==> config.mk <==
export PLATFORM = sky130hd
export DESIGN_NAME = mips_core
export DESIGN_NICKNAME = d
export VERILOG_FILES = /design/src/design/mips_pkg.sv /design/src/design/bus_arbiter.sv /design/src/design/decode_stage.sv /design/src/design/exec_stage.sv /design/src/design/fetch_stage.sv /design/src/design/mem_wb_stage.sv /design/src/design/mips_core.sv /design/src/design/regfile.sv
export SDC_FILE = /design/constraint.sdc
export NUM_CORES = 2
export LEC_CHECK = 0
export BUFFER_PORTS_ARGS = -buffer_cell sky130_fd_sc_hd__buf_2
export CORE_MARGIN = 5
export CORE_UTILIZATION = 35
export DETAILED_ROUTE_END_ITERATION = 8
export SYNTH_ARGS = -nofsm -noshare
export SYNTH_HDL_FRONTEND = slang
export SYNTH_HIERARCHICAL = 1
export SYNTH_SLANG_ARGS = --single-unit
==> constraint.sdc <==
create_clock -name clk -period 8.17 [get_ports clk]
set_input_delay 0.817 -clock clk [delete_from_list [all_inputs] [get_ports clk]]
set_output_delay 0.817 -clock clk [all_outputs]
set_load 0.05 [all_outputs]
==> src/design/mips_pkg.sv <==
package mips_pkg;

    typedef logic [31:0] word_t;
    typedef logic [4:0]  reg_addr_t;

    // operation carried from decode into execute
    typedef enum logic [2:0] {
        alu_add,
        alu_sub,
        alu_and,
        alu_or,
        alu_slt,
        alu_sll,
        alu_lui
    } alu_op_e;

    // branch class, resolved in decode
    typedef enum logic [2:0] {
        br_none,
        br_beq,
        br_bne,
        br_j,
        br_jr
    } br_op_e;

    typedef enum logic [1:0] {
        arb_idle,
        arb_inst,
        arb_data
    } arb_state_e;

endpackage

==> src/design/bus_arbiter.sv <==
`timescale 1ns/1ps

module bus_arbiter import mips_pkg::*; (
    input  logic  clk,
    input  logic  reset,
    input  logic  inst_req,
    input  word_t inst_addr,
    input  logic  data_req,
    input  logic  data_we,
    input  word_t data_addr,
    input  word_t data_wdata,
    input  word_t mem_rdata,
    input  logic  mem_ack,
    output logic  inst_ack,
    output word_t inst_rdata,
    output logic  data_ack,
    output word_t data_rdata,
    output logic  mem_req,
    output logic  mem_we,
    output word_t mem_addr,
    output word_t mem_wdata
);
    arb_state_e state;

    always_ff @(posedge clk) begin
        if (reset) begin
            state <= arb_idle;
        end else begin
            case (state)
                // data side wins a tie
                arb_idle: begin
                    if (data_req) begin
                        state <= arb_data;
                    end else if (inst_req) begin
                        state <= arb_inst;
                    end
                end
                arb_inst, arb_data: begin
                    if (mem_ack) begin
                        state <= arb_idle;
                    end
                end
                default: state <= arb_idle;
            endcase
        end
    end

    assign mem_req   = (state != arb_idle);
    assign mem_we    = (state == arb_data) && data_we;
    assign mem_addr  = (state == arb_data) ? data_addr : inst_addr;
    assign mem_wdata = data_wdata;

    assign inst_ack   = (state == arb_inst) && mem_ack;
    assign data_ack   = (state == arb_data) && mem_ack;
    assign inst_rdata = (state == arb_inst) ? mem_rdata : 32'd0;
    assign data_rdata = (state == arb_data) ? mem_rdata : 32'd0;

endmodule

==> src/design/decode_stage.sv <==
`timescale 1ns/1ps

module decode_stage import mips_pkg::*; (
    input  logic      clk,
    input  logic      reset,
    input  logic      fs_to_ds_valid,
    input  word_t     fs_inst,
    input  word_t     fs_pc,
    input  logic      es_allowin,
    input  logic      es_we,
    input  reg_addr_t es_dest,
    input  logic      es_fwd_valid,
    input  word_t     es_fwd_data,
    input  logic      ms_we,
    input  reg_addr_t ms_dest,
    input  logic      ms_fwd_valid,
    input  word_t     ms_fwd_data,
    input  logic      rf_we,
    input  reg_addr_t rf_waddr,
    input  word_t     rf_wdata,
    output logic      ds_allowin,
    output logic      ds_to_es_valid,
    output alu_op_e   ds_alu_op,
    output word_t     ds_src1,
    output word_t     ds_src2,
    output word_t     ds_store_data,
    output reg_addr_t ds_dest,
    output logic      ds_gr_we,
    output logic      ds_load,
    output logic      ds_store,
    output logic      br_taken,
    output word_t     br_target
);
    logic   ds_valid;
    logic   ds_ready_go;
    word_t  ds_inst;
    word_t  ds_pc;
    word_t  rf_rdata1;
    word_t  rf_rdata2;
    word_t  rs_value;
    word_t  rt_value;
    br_op_e br_op;
    logic   br_cond;

    wire [5:0]      op      = ds_inst[31:26];
    wire reg_addr_t rs      = ds_inst[25:21];
    wire reg_addr_t rt      = ds_inst[20:16];
    wire reg_addr_t rd      = ds_inst[15:11];
    wire [4:0]      sa      = ds_inst[10:6];
    wire [5:0]      func    = ds_inst[5:0];
    wire [15:0]     imm     = ds_inst[15:0];
    wire [25:0]     jidx    = ds_inst[25:0];
    wire word_t     slot_pc = ds_pc + 32'd4;

    wire special    = (op == 6'h00);
    wire inst_addu  = special && func == 6'h21;
    wire inst_subu  = special && func == 6'h23;
    wire inst_and   = special && func == 6'h24;
    wire inst_or    = special && func == 6'h25;
    wire inst_slt   = special && func == 6'h2a;
    wire inst_sll   = special && func == 6'h00;
    wire inst_jr    = special && func == 6'h08;
    wire inst_addiu = (op == 6'h09);
    wire inst_ori   = (op == 6'h0d);
    wire inst_lui   = (op == 6'h0f);
    wire inst_lw    = (op == 6'h23);
    wire inst_sw    = (op == 6'h2b);
    wire inst_beq   = (op == 6'h04);
    wire inst_bne   = (op == 6'h05);
    wire inst_j     = (op == 6'h02);
    wire inst_jal   = (op == 6'h03);

    wire r_alu     = inst_addu | inst_subu | inst_and | inst_or | inst_slt | inst_sll;
    wire dst_is_rt = inst_addiu | inst_ori | inst_lui | inst_lw;
    wire rs_used   = r_alu & ~inst_sll | inst_addiu | inst_ori | inst_lw | inst_sw
                   | inst_beq | inst_bne | inst_jr;
    wire rt_used   = r_alu | inst_beq | inst_bne | inst_sw;

    always_ff @(posedge clk) begin
        if (reset) begin
            ds_valid <= 1'b0;
        end else if (ds_allowin) begin
            ds_valid <= fs_to_ds_valid;
        end
        if (fs_to_ds_valid && ds_allowin) begin
            ds_inst <= fs_inst;
            ds_pc   <= fs_pc;
        end
    end

    regfile u_regfile (
        .clk    (clk),
        .raddr1 (rs),
        .raddr2 (rt),
        .we     (rf_we),
        .waddr  (rf_waddr),
        .wdata  (rf_wdata),
        .rdata1 (rf_rdata1),
        .rdata2 (rf_rdata2)
    );

    // execute holds the younger of the two older writers
    wire rs_hit_es = rs_used && rs != 5'd0 && es_we && rs == es_dest;
    wire rs_hit_ms = rs_used && rs != 5'd0 && ms_we && rs == ms_dest;
    wire rt_hit_es = rt_used && rt != 5'd0 && es_we && rt == es_dest;
    wire rt_hit_ms = rt_used && rt != 5'd0 && ms_we && rt == ms_dest;
    wire rs_ok     = rs_hit_es ? es_fwd_valid : (!rs_hit_ms || ms_fwd_valid);
    wire rt_ok     = rt_hit_es ? es_fwd_valid : (!rt_hit_ms || ms_fwd_valid);

    assign ds_ready_go    = rs_ok && rt_ok;
    assign ds_allowin     = !ds_valid || ds_ready_go && es_allowin;
    assign ds_to_es_valid = ds_valid && ds_ready_go;

    assign rs_value = rs_hit_es ? es_fwd_data : rs_hit_ms ? ms_fwd_data : rf_rdata1;
    assign rt_value = rt_hit_es ? es_fwd_data : rt_hit_ms ? ms_fwd_data : rf_rdata2;

    assign ds_alu_op = inst_subu            ? alu_sub :
                       inst_and             ? alu_and :
                       (inst_or | inst_ori) ? alu_or  :
                       inst_slt             ? alu_slt :
                       inst_sll             ? alu_sll :
                       inst_lui             ? alu_lui :
                                              alu_add;

    // link value pc+8 comes out of the alu
    assign ds_src1 = inst_jal ? ds_pc : inst_sll ? rt_value : rs_value;
    assign ds_src2 = inst_jal                         ? 32'd8 :
                     inst_sll                         ? {27'd0, sa} :
                     (inst_ori | inst_lui)            ? {16'd0, imm} :
                     (inst_addiu | inst_lw | inst_sw) ? {{16{imm[15]}}, imm} :
                                                        rt_value;

    assign ds_store_data = rt_value;
    assign ds_dest       = inst_jal ? 5'd31 : dst_is_rt ? rt : rd;
    assign ds_gr_we      = (r_alu | dst_is_rt | inst_jal) && ds_dest != 5'd0;
    assign ds_load       = inst_lw;
    assign ds_store      = inst_sw;

    assign br_op = inst_beq           ? br_beq :
                   inst_bne           ? br_bne :
                   (inst_j | inst_jal) ? br_j  :
                   inst_jr            ? br_jr  :
                                        br_none;

    always_comb begin
        case (br_op)
            br_beq:      br_cond = (rs_value == rt_value);
            br_bne:      br_cond = (rs_value != rt_value);
            br_j, br_jr: br_cond = 1'b1;
            default:     br_cond = 1'b0;
        endcase
    end

    // only resolve once operands are final
    assign br_taken  = ds_valid && ds_ready_go && br_cond;
    assign br_target = (br_op == br_jr) ? rs_value :
                       (br_op == br_j)  ? {slot_pc[31:28], jidx, 2'b00} :
                                          slot_pc + {{14{imm[15]}}, imm, 2'b00};

endmodule

==> src/design/exec_stage.sv <==
`timescale 1ns/1ps

module exec_stage import mips_pkg::*; (
    input  logic      clk,
    input  logic      reset,
    input  logic      ds_to_es_valid,
    input  alu_op_e   ds_alu_op,
    input  word_t     ds_src1,
    input  word_t     ds_src2,
    input  word_t     ds_store_data,
    input  reg_addr_t ds_dest,
    input  logic      ds_gr_we,
    input  logic      ds_load,
    input  logic      ds_store,
    input  logic      ms_allowin,
    output logic      es_allowin,
    output logic      es_to_ms_valid,
    output word_t     es_result,
    output word_t     es_store_data,
    output reg_addr_t es_dest_out,
    output logic      es_gr_we_out,
    output logic      es_load_out,
    output logic      es_store_out,
    output logic      es_we,
    output reg_addr_t es_dest,
    output logic      es_fwd_valid,
    output word_t     es_fwd_data
);
    logic    es_valid;
    alu_op_e alu_op_r;
    word_t   src1_r;
    word_t   src2_r;

    // single cycle alu, never holds on its own
    assign es_allowin     = !es_valid || ms_allowin;
    assign es_to_ms_valid = es_valid;

    always_ff @(posedge clk) begin
        if (reset) begin
            es_valid <= 1'b0;
        end else if (es_allowin) begin
            es_valid <= ds_to_es_valid;
        end
        if (ds_to_es_valid && es_allowin) begin
            alu_op_r      <= ds_alu_op;
            src1_r        <= ds_src1;
            src2_r        <= ds_src2;
            es_store_data <= ds_store_data;
            es_dest_out   <= ds_dest;
            es_gr_we_out  <= ds_gr_we;
            es_load_out   <= ds_load;
            es_store_out  <= ds_store;
        end
    end

    always_comb begin
        case (alu_op_r)
            alu_add: es_result = src1_r + src2_r;
            alu_sub: es_result = src1_r - src2_r;
            alu_and: es_result = src1_r & src2_r;
            alu_or:  es_result = src1_r | src2_r;
            alu_slt: es_result = {31'd0, $signed(src1_r) < $signed(src2_r)};
            alu_sll: es_result = src1_r << src2_r[4:0];
            alu_lui: es_result = {src2_r[15:0], 16'd0};
            default: es_result = 32'd0;
        endcase
    end

    // a load result is an address here, not forwardable
    assign es_we        = es_valid && es_gr_we_out;
    assign es_dest      = es_dest_out;
    assign es_fwd_valid = es_we && !es_load_out;
    assign es_fwd_data  = es_result;

endmodule

==> src/design/fetch_stage.sv <==
`timescale 1ns/1ps

module fetch_stage import mips_pkg::*; #(
    parameter word_t reset_pc = 32'h0
) (
    input  logic  clk,
    input  logic  reset,
    input  logic  ds_allowin,
    input  logic  br_taken,
    input  word_t br_target,
    input  logic  inst_ack,
    input  word_t inst_rdata,
    output logic  inst_req,
    output word_t inst_addr,
    output logic  fs_to_ds_valid,
    output word_t fs_inst,
    output word_t fs_pc
);
    word_t pc;
    logic  fs_valid;
    logic  redirect_pending;
    word_t redirect_pc;

    // request only into an empty slot, pc holds until the ack
    assign inst_req       = !fs_valid;
    assign inst_addr      = pc;
    assign fs_to_ds_valid = fs_valid;

    always_ff @(posedge clk) begin
        if (reset) begin
            pc               <= reset_pc;
            fs_valid         <= 1'b0;
            redirect_pending <= 1'b0;
        end else if (inst_ack) begin
            fs_valid         <= 1'b1;
            redirect_pending <= 1'b0;
            pc <= br_taken ? br_target : redirect_pending ? redirect_pc : pc + 32'd4;
        end else begin
            if (fs_valid && ds_allowin) begin
                fs_valid <= 1'b0;
            end
            // delay slot still on the bus, jump after it lands
            if (br_taken && !fs_valid) begin
                redirect_pending <= 1'b1;
            end else if (br_taken) begin
                pc <= br_target;
            end
        end
    end

    always_ff @(posedge clk) begin
        if (inst_ack) begin
            fs_inst <= inst_rdata;
            fs_pc   <= pc;
        end
        if (br_taken) begin
            redirect_pc <= br_target;
        end
    end

endmodule

==> src/design/mem_wb_stage.sv <==
`timescale 1ns/1ps

module mem_wb_stage import mips_pkg::*; (
    input  logic      clk,
    input  logic      reset,
    input  logic      es_to_ms_valid,
    input  word_t     es_result,
    input  word_t     es_store_data,
    input  reg_addr_t es_dest_out,
    input  logic      es_gr_we_out,
    input  logic      es_load_out,
    input  logic      es_store_out,
    input  logic      data_ack,
    input  word_t     data_rdata,
    output logic      ms_allowin,
    output logic      data_req,
    output logic      data_we,
    output word_t     data_addr,
    output word_t     data_wdata,
    output logic      ms_we,
    output reg_addr_t ms_dest,
    output logic      ms_fwd_valid,
    output word_t     ms_fwd_data,
    output logic      rf_we,
    output reg_addr_t rf_waddr,
    output word_t     rf_wdata,
    output logic      wb_valid,
    output reg_addr_t wb_dest,
    output word_t     wb_data
);
    logic      ms_valid;
    logic      ms_ready_go;
    logic      mem_op;
    word_t     result_r;
    word_t     store_data_r;
    reg_addr_t dest_r;
    logic      gr_we_r;
    logic      load_r;
    logic      store_r;

    // loads and stores wait here for the data ack
    assign mem_op      = load_r || store_r;
    assign ms_ready_go = !mem_op || data_ack;
    assign ms_allowin  = !ms_valid || ms_ready_go;

    always_ff @(posedge clk) begin
        if (reset) begin
            ms_valid <= 1'b0;
        end else if (ms_allowin) begin
            ms_valid <= es_to_ms_valid;
        end
        if (es_to_ms_valid && ms_allowin) begin
            result_r     <= es_result;
            store_data_r <= es_store_data;
            dest_r       <= es_dest_out;
            gr_we_r      <= es_gr_we_out;
            load_r       <= es_load_out;
            store_r      <= es_store_out;
        end
    end

    assign data_req   = ms_valid && mem_op;
    assign data_we    = store_r;
    assign data_addr  = result_r;
    assign data_wdata = store_data_r;

    assign rf_we    = ms_valid && gr_we_r && ms_ready_go;
    assign rf_waddr = dest_r;
    assign rf_wdata = load_r ? data_rdata : result_r;

    assign ms_we        = ms_valid && gr_we_r;
    assign ms_dest      = dest_r;
    assign ms_fwd_valid = ms_we && (!load_r || data_ack);
    assign ms_fwd_data  = rf_wdata;

    assign wb_valid = rf_we;
    assign wb_dest  = rf_waddr;
    assign wb_data  = rf_wdata;

endmodule

==> src/design/mips_core.sv <==
`timescale 1ns/1ps

module mips_core import mips_pkg::*; #(
    parameter word_t reset_pc = 32'h0
) (
    input  logic      clk,
    input  logic      reset,
    input  word_t     mem_rdata,
    input  logic      mem_ack,
    output logic      mem_req,
    output logic      mem_we,
    output word_t     mem_addr,
    output word_t     mem_wdata,
    output logic      wb_valid,
    output reg_addr_t wb_dest,
    output word_t     wb_data
);
    // fetch and decode handshake, branch redirect
    logic      ds_allowin;
    logic      fs_to_ds_valid;
    word_t     fs_inst;
    word_t     fs_pc;
    logic      br_taken;
    word_t     br_target;

    // decode to execute
    logic      es_allowin;
    logic      ds_to_es_valid;
    alu_op_e   ds_alu_op;
    word_t     ds_src1;
    word_t     ds_src2;
    word_t     ds_store_data;
    reg_addr_t ds_dest;
    logic      ds_gr_we;
    logic      ds_load;
    logic      ds_store;

    // execute to mem/wb
    logic      ms_allowin;
    logic      es_to_ms_valid;
    word_t     es_result;
    word_t     es_store_data;
    reg_addr_t es_dest_out;
    logic      es_gr_we_out;
    logic      es_load_out;
    logic      es_store_out;

    // hazard and forward sideband into decode
    logic      es_we;
    reg_addr_t es_dest;
    logic      es_fwd_valid;
    word_t     es_fwd_data;
    logic      ms_we;
    reg_addr_t ms_dest;
    logic      ms_fwd_valid;
    word_t     ms_fwd_data;
    logic      rf_we;
    reg_addr_t rf_waddr;
    word_t     rf_wdata;

    // requesters on the arbiter
    logic      inst_req;
    word_t     inst_addr;
    logic      inst_ack;
    word_t     inst_rdata;
    logic      data_req;
    logic      data_we;
    word_t     data_addr;
    word_t     data_wdata;
    logic      data_ack;
    word_t     data_rdata;

    // port names match the wires above
    fetch_stage #(.reset_pc(reset_pc)) u_fetch (.*);

    decode_stage u_decode (.*);

    exec_stage u_exec (.*);

    mem_wb_stage u_mem_wb (.*);

    bus_arbiter u_arbiter (.*);

endmodule

==> src/design/regfile.sv <==
`timescale 1ns/1ps

module regfile import mips_pkg::*; (
    input  logic      clk,
    input  reg_addr_t raddr1,
    input  reg_addr_t raddr2,
    input  logic      we,
    input  reg_addr_t waddr,
    input  word_t     wdata,
    output word_t     rdata1,
    output word_t     rdata2
);
    word_t regs [32];

    always_ff @(posedge clk) begin
        if (we) begin
            regs[waddr] <= wdata;
        end
    end

    // r0 is hardwired to zero
    assign rdata1 = (raddr1 == 5'd0) ? 32'd0 : regs[raddr1];
    assign rdata2 = (raddr2 == 5'd0) ? 32'd0 : regs[raddr2];

endmodule

======== Yosys cells after proc, flatten, opt, wreduce, memory -nomap -nowiden ========
Memory sizes are Yosys's and may differ from the RTL's. A register that Yosys moved wholly into a read port is not among the register bits.
Cells that the tools add are included.
Widths: inputs -> output; s select.
word-level totals
  register bits ........................... 378
  memory bits (writable) .................. 1024
  output and inout bits ................... 104
  logic and storage cells ................. 220
  memories kept ........................... 1
cells by class
  add/sub/neg operators ................... 5
  $lt $le $gt $ge ......................... 1
  equal/unequal tests ..................... 36
  shift operators ......................... 1
  mux-type cells .......................... 46
  bitwise gates (word level) .............. 29
  reductions and logical operators ........ 72
memory list
  memory                   depth  width  rd ports  clocked after memory_dff  wr ports  line           text
  u_decode.u_regfile.regs  32     32     2         2                         1         regfile.sv:13  word_t regs [32];
operator list
  operator               number
  $mux 32                19
  $pmux 32 s7            1
  $add 32x3->32 const B  2
  $add 32x32->32         2
  $eq 6x6->1 const B     7
  $logic_and 1x1->1      35
  $and 32x32->32         1
  $eq 32x32->1           1
  $lt 32x32->1           1
  $ne 32x32->1           1
  $or 32x32->32          1
  $shl 32x5->32          1
  $sub 32x32->32         1
  $mux 5                 5
  $or 1x1->1             25
  $eq 6x4->1 const B     4
  $mux 3                 7
  $eq 5x5->1             4
  $mux 16                1
  $reduce_bool 5->1      3
  $eq 3x2->1 const B     4
  $eq 3x3->1 const B     4
  $eq 6x2->1 const B     2
  $eq 6x3->1 const B     2
  21 further kinds       56

======== Logic depth before layout (Yosys ltp) ========
  word-level depth ........................ 27
  mapped depth ............................ 28
  gate-level depth less buffers ........... 25

======== Cells and area by module ========
The synthesis kept the hierarchy.
by module, submodules not included
  module        times used  cells an instance  area an instance (µm²)  seq. area each (µm²)
  regfile       1           2400               46960.0                 30749.5
  exec_stage    1           1121               10074.7                 3233.1
  decode_stage  1           933                7646.1                  1941.9
  fetch_stage   1           442                5486.5                  3563.4
  mem_wb_stage  1           197                3345.7                  2182.1
  bus_arbiter   1           158                1376.3                  40.0

======== Least setup slack after synthesis ========
OpenSTA, ideal clock, no wires.
  path kind ............................... flip-flop to flip-flop
  start point ............................. register u_exec.src2_r[2]
  end point ............................... register u_fetch.pc[31] (netlist: u_fetch/inst_addr[31])
  arrival ................................. 7104 ps
  required time ........................... 8112 ps
  path slack .............................. 1008 ps
  cell stages (with the launch flop) ...... 27
  path buffers ............................ 3
  cells stage by stage .................... edfxtp_1 > clkbuf_1 > clkinv_1 > buf_1 > ha_1 > nor2b_1 > o31a_1 > o22a_1 > o31ai_2 > o31ai_1 > a21o_1 > a211oi_1 > mux2_1 > a31o_1 > o22a_1 > o22ai_1 > xnor2_1 > nor4_1 > and4_1 > a21oi_1 > nand3b_1 > nand2b_1 > clkbuf_1 > or3_1 > or3_1 > o31a_1 > nand2_1
on the way
  cells in the longest elaborated chain, start to end .. 9
  elaborated cells on any way between the ends .. 22
ends and longest elaborated chain
  element                                       line                                      text
  start: declaration                            exec_stage.sv:32                          word_t src2_r;
  start signal: assignment                      exec_stage.sv:47                          src2_r <= ds_src2;
  $sub 32x32->32, or another cell as far along  exec_stage.sv:59                          alu_sub: es_result = src1_r - src2_r;
  $pmux 32 s7 (*)                               exec_stage.sv:57                          case (alu_op_r)
  via es_fwd_data[26]                           mips_core.sv:52                           word_t es_fwd_data;
  $mux 32 (on tied branches)                    decode_stage.sv:114, decode_stage.sv:115
  $ne 32x32->1 or $eq 32x32->1 (tied branches)  decode_stage.sv:148, decode_stage.sv:147
  $pmux 1 s3 (*)                                decode_stage.sv:146                       case (br_op)
  $logic_and 1x1->1 (*)                         decode_stage.sv:155                       assign br_taken = ds_valid && ds_ready_go && br_cond;
  via br_taken                                  mips_core.sv:23                           logic br_taken;
  $logic_and 1x1->1                             fetch_stage.sv:43                         if (br_taken && !fs_valid) begin
  $ne 2x2->1 (no source line)                   n/a
  $reduce_and 2->1 (no source line)             n/a
  end signal: assignment                        fetch_stage.sv:31                         pc <= reset_pc;
  end signal: assignment                        fetch_stage.sv:37                         pc <= br_taken ? br_target : redirect_pending ? redirect_pc : pc + 32'd4;
  end signal: assignment                        fetch_stage.sv:46                         pc <= br_target;
  end: declaration                              fetch_stage.sv:19                         word_t pc;
Mark *: on every way through the listed nets, which the timed path passes. The rest lies on a longest branch. The select of a mux whose other input is x is not followed.
A chain may end at the register's enable or synchronous reset.

======== Final worst setup path ========
  start point ............................. register u_exec.src2_r[2]
  end point ............................... register u_fetch.pc[15] (netlist: u_fetch/inst_addr[15])
Same word-level chain as after synthesis.

==> flow_summary_export.csv <==
group,metric,value,unit
cells_and_area,syn_to_final_growth,11.1,%
yosys,synth_top_flop_cell,"edfxtp_1",
drt,drt-total-wl,276,mm
global_routing,grtUsageTotal,23.9,%
yosys,synth_top_family_by_area,"multiplexers",
clock_tree,cts.htree.levels,4,
clock_tree,cts-root-buf,"clkbuf_16",
worst_hold_path,hold_depth,2,
drt,viasPerCell,6.31,
cells_and_area,largest_register_ffs,1024,
timing,fin_setup_tns,0,ns
setup_path,cp-end-kind,"register",
floorplan,rows,169,
yosys,seq_area_frac_synth,55.7,%
timing,fin_crit,7.46,ns
timing,setup_viol,0,
drt,drc,0,
clock_tree,ctsResizeCount,0,
drt,first_pass_iters,6,
setup_path,worstPathArrival,8.17,ns
yosys,syn_area_per_cell,14.3,um2
power,pwr_density_cell,189,mW/mm2
power,internal_power,0.0121,W
timing,finalClockSkew,0.0380,ns
place,dp_hpwl,182,mm
yosys,yosys_warnings,6,
worst_hold_path,hp-start,"mem_rdata[5]",
yosys,synth-compound-area-share,10.7,%
setup_path,startpoint,"u_exec/src2_r[2]$_DFFE_PP_",
setup_path,slowest_delay,0.76,ns
yosys,muxShareOfSynthArea,18.1,%
place,port_buffers,138,
setup_path,cpMaxStageDelayCell,"o31ai_1",
global_routing,grt_pass1_wl,383,mm
timing,drv_slew,0,
yosys,synth_edf_count,1363,
yosys,synth_nets,5425,
outcome,outcome,"completed",
floorplan,coreArea,0.213,mm2
drt,drtIter0Drc,7371,
yosys,syn_area,0.0749,mm2
timing,period_share,91.3,%
setup_path,path_buf_inv,4,
setup_path,rrSetupSlack,0.71,ns
setup_path,ff2ff_path_depth,25,
yosys,yosys.area_share.simple,6.64,%
power,pwr-share-comb,5.6,%
yosys,synth_cell_types,122,
cells_and_area,layout-drive-gt1-share,22.4,%
drt,num_vias,51400,
power,seqPwrFrac,50.4,%
power,clockPowerShare,44.0,%
cells_and_area,fin_util,39.1,%
worst_hold_path,holdPathEnd,"u_fetch/fs_inst[5]$_DFFE_PP_",
yosys,postSynthCellCount,5251,
floorplan,fp.dieH,473,um
yosys,yosys_register_bits,1402,
clock_tree,numCtsBuffers,149,
timing,fmax,134,MHz
worst_hold_path,hold_class,"in -> reg",
timing,max_slew_margin,12.6,%
power,p_sw,0.00364,W
setup_path,crit_fanout,72,
floorplan,ioPinCount,139,
global_routing,grt_max_degree,73,
timing,rsz0062_at_grt,"false",
clock_tree,insertion_delay,0.82,ns
clock_tree,cts_tree,"done",
yosys,ys_async_sr_fraction,0,%
clock_tree,cts_sinks,1402,
global_routing,grt-ovfl-total,0,
clock_tree,cts_setup_buffers,0,
power,ir_drop,0.166,mV
clock_tree,clk_pin_slew,0.06,ns
floorplan,dieArea,0.223,mm2
setup_path,critPathTopFamily,"compound AO/OA/AOI/OAI gates",
setup_path,r2r_end,"u_fetch/inst_addr[15]$_SDFFE_PP0P_",
yosys,synth-xor-area-share,1.71,%
drt,wl_per_cell,33.9,um
cells_and_area,nets,5378,
setup_path,cp_data_required_time,8.88,ns
clock_tree,cts_max_path_buffers,3,
setup_path,crit_type,"reg -> reg",
power,power.leakage,27.7,nW
cells_and_area,top_register,"u_decode/u_regfile/regs",
floorplan,initial_utilization,35.2,%
global_routing,antenna_found_initial,23,
place,place_congestion,1.00,
power,p_sw_share,23.1,%
job,drv_cap,0,
drt,ant_nets,0,
timing,hold_violations,0,
clock_tree,hold_buffers,0,
setup_path,r2r-start,"u_exec/src2_r[2]$_DFFE_PP_",
floorplan,die_w,473,um
setup_path,start_kind,"register",
yosys,yosys.area_share.adder,2.35,%
timing,tightest_slew,1.30,ns
global_routing,grt_pass1_vias,49600,
==> power by group through the flow <==
stage / Clock (W) / Combinational (W) / Sequential, W
6_report: 0.00693 / 0.000881 / 0.00793
5_1_grt: 0.00732 / 0.000917 / 0.00793
4_1_cts: 0.00703 / 0.000861 / 0.00793
3_5_place_dp: 0 / 0.000857 / 0.00808
3_3_place_gp: 0 / 0.000854 / 0.00808
2_1_floorplan: 0 / 0.000561 / 0.00805
==> per-stage QoR <==
stage               worst slack [ns]  instance area (um2)  cells  total power [W]  hold WS (ns)
global placement                1.02                78200   7874          0.00894         0.401
detailed placement              1.07                78200   7874          0.00894         0.405
finish                         0.708                83200   8153           0.0157         0.317
floorplan                       1.01                74900   5251          0.00861         0.400
global route                   0.287                83200   8146           0.0162         0.293
CTS                             1.02                83200   8146           0.0158         0.263
==> synthesized netlist by cell type (79+ instances only) <==
cell,n,area (um2)
a211oi_1,90,676
a21oi_1,261,1310
and2_1,98,613
buf_2,79,395
buf_4,171,1280
clkbuf_1,218,818
edfxtp_1,1363,40900
ha_1,136,1700
inv_1,147,552
mux2i_1,218,2180
mux4_2,448,10100
nand2_1,284,1070
nor2_1,241,905
o21ai_0,115,576
o22ai_1,127,795
xnor2_1,102,893
==> layer usage <==
metal / GRT usage, % / routed length [um] / vias to the layer above
met5: 0 / 13 / -
met4: 12.7 / 18100 / 2
met3: 6.69 / 32600 / 718
met2: 36.9 / 123000 / 3507
met1: 30.8 / 102000 / 26500
li1: - / - / 20800
==> cell type report <==
class,instances,area (um2)
Clock buffer,171,3910
Antenna cell,7,17.5
Timing Repair Buffer,319,2360
Clock inverter,101,1070
Tap cell,2821,3530
Fill cell,19500,129000
Inverter,160,603
Multi-Input combinational cell,3172,30000
Sequential cell,1402,41700
==> placed cells by master (no fill, tap or decap), types with 31 or more instances in the layout <==
cell type	netlist	layout
dfxtp_1	39	39
nand2_1	284	283
a2111oi_0	36	36
clkinv_1	4	35
buf_2	79	138
and2_1	98	95
inv_1	147	146
a221oi_1	50	50
mux4_2	448	448
nor3_1	76	76
o22ai_1	127	127
a22o_1	65	65
nor2_1	241	207
nand3_1	58	57
a21oi_1	261	259
buf_4	171	156
xor2_1	44	44
ha_1	136	135
a211o_1	31	31
a21o_1	35	35
mux2i_1	218	218
edfxtp_1	1363	1363
nor4_1	39	32
nor2_4	1	34
o22a_1	37	37
clkbuf_16	0	153
xnor2_1	102	102
mux2_4	58	58
o221ai_1	71	71
a211oi_1	90	90
o21ai_0	115	115
==> how the worst max path moves through the flow <==
stage	to	slack (ns)	cells past startpoint
floorplan	u_fetch/inst_addr[31]$_SDFFE_PP0P_	1.01	26
finish	u_fetch/inst_addr[15]$_SDFFE_PP0P_	0.71	25
CTS	u_fetch/inst_addr[15]$_SDFFE_PP0P_	1.02	25
detailed placement	u_fetch/inst_addr[15]$_SDFFE_PP0P_	1.07	25
global placement	u_fetch/inst_addr[15]$_SDFFE_PP0P_	1.02	25
global route	u_fetch/inst_addr[15]$_SDFFE_PP0P_	0.29	25
==> logic make-up (layout without fill, tap and decap cells) <==
kind of cell,after synthesis,after routing
buffers and inverters,677,751
multiplexers,761,761
flip-flops,1402,1402
AND/OR/NAND/NOR,995,995
XOR/XNOR,146,146
adder cells (fa/ha/maj),139,139
other,0,7
AO/OA/AOI/OAI,1131,1131
Note: power is estimated with default switching activity, not from simulation.
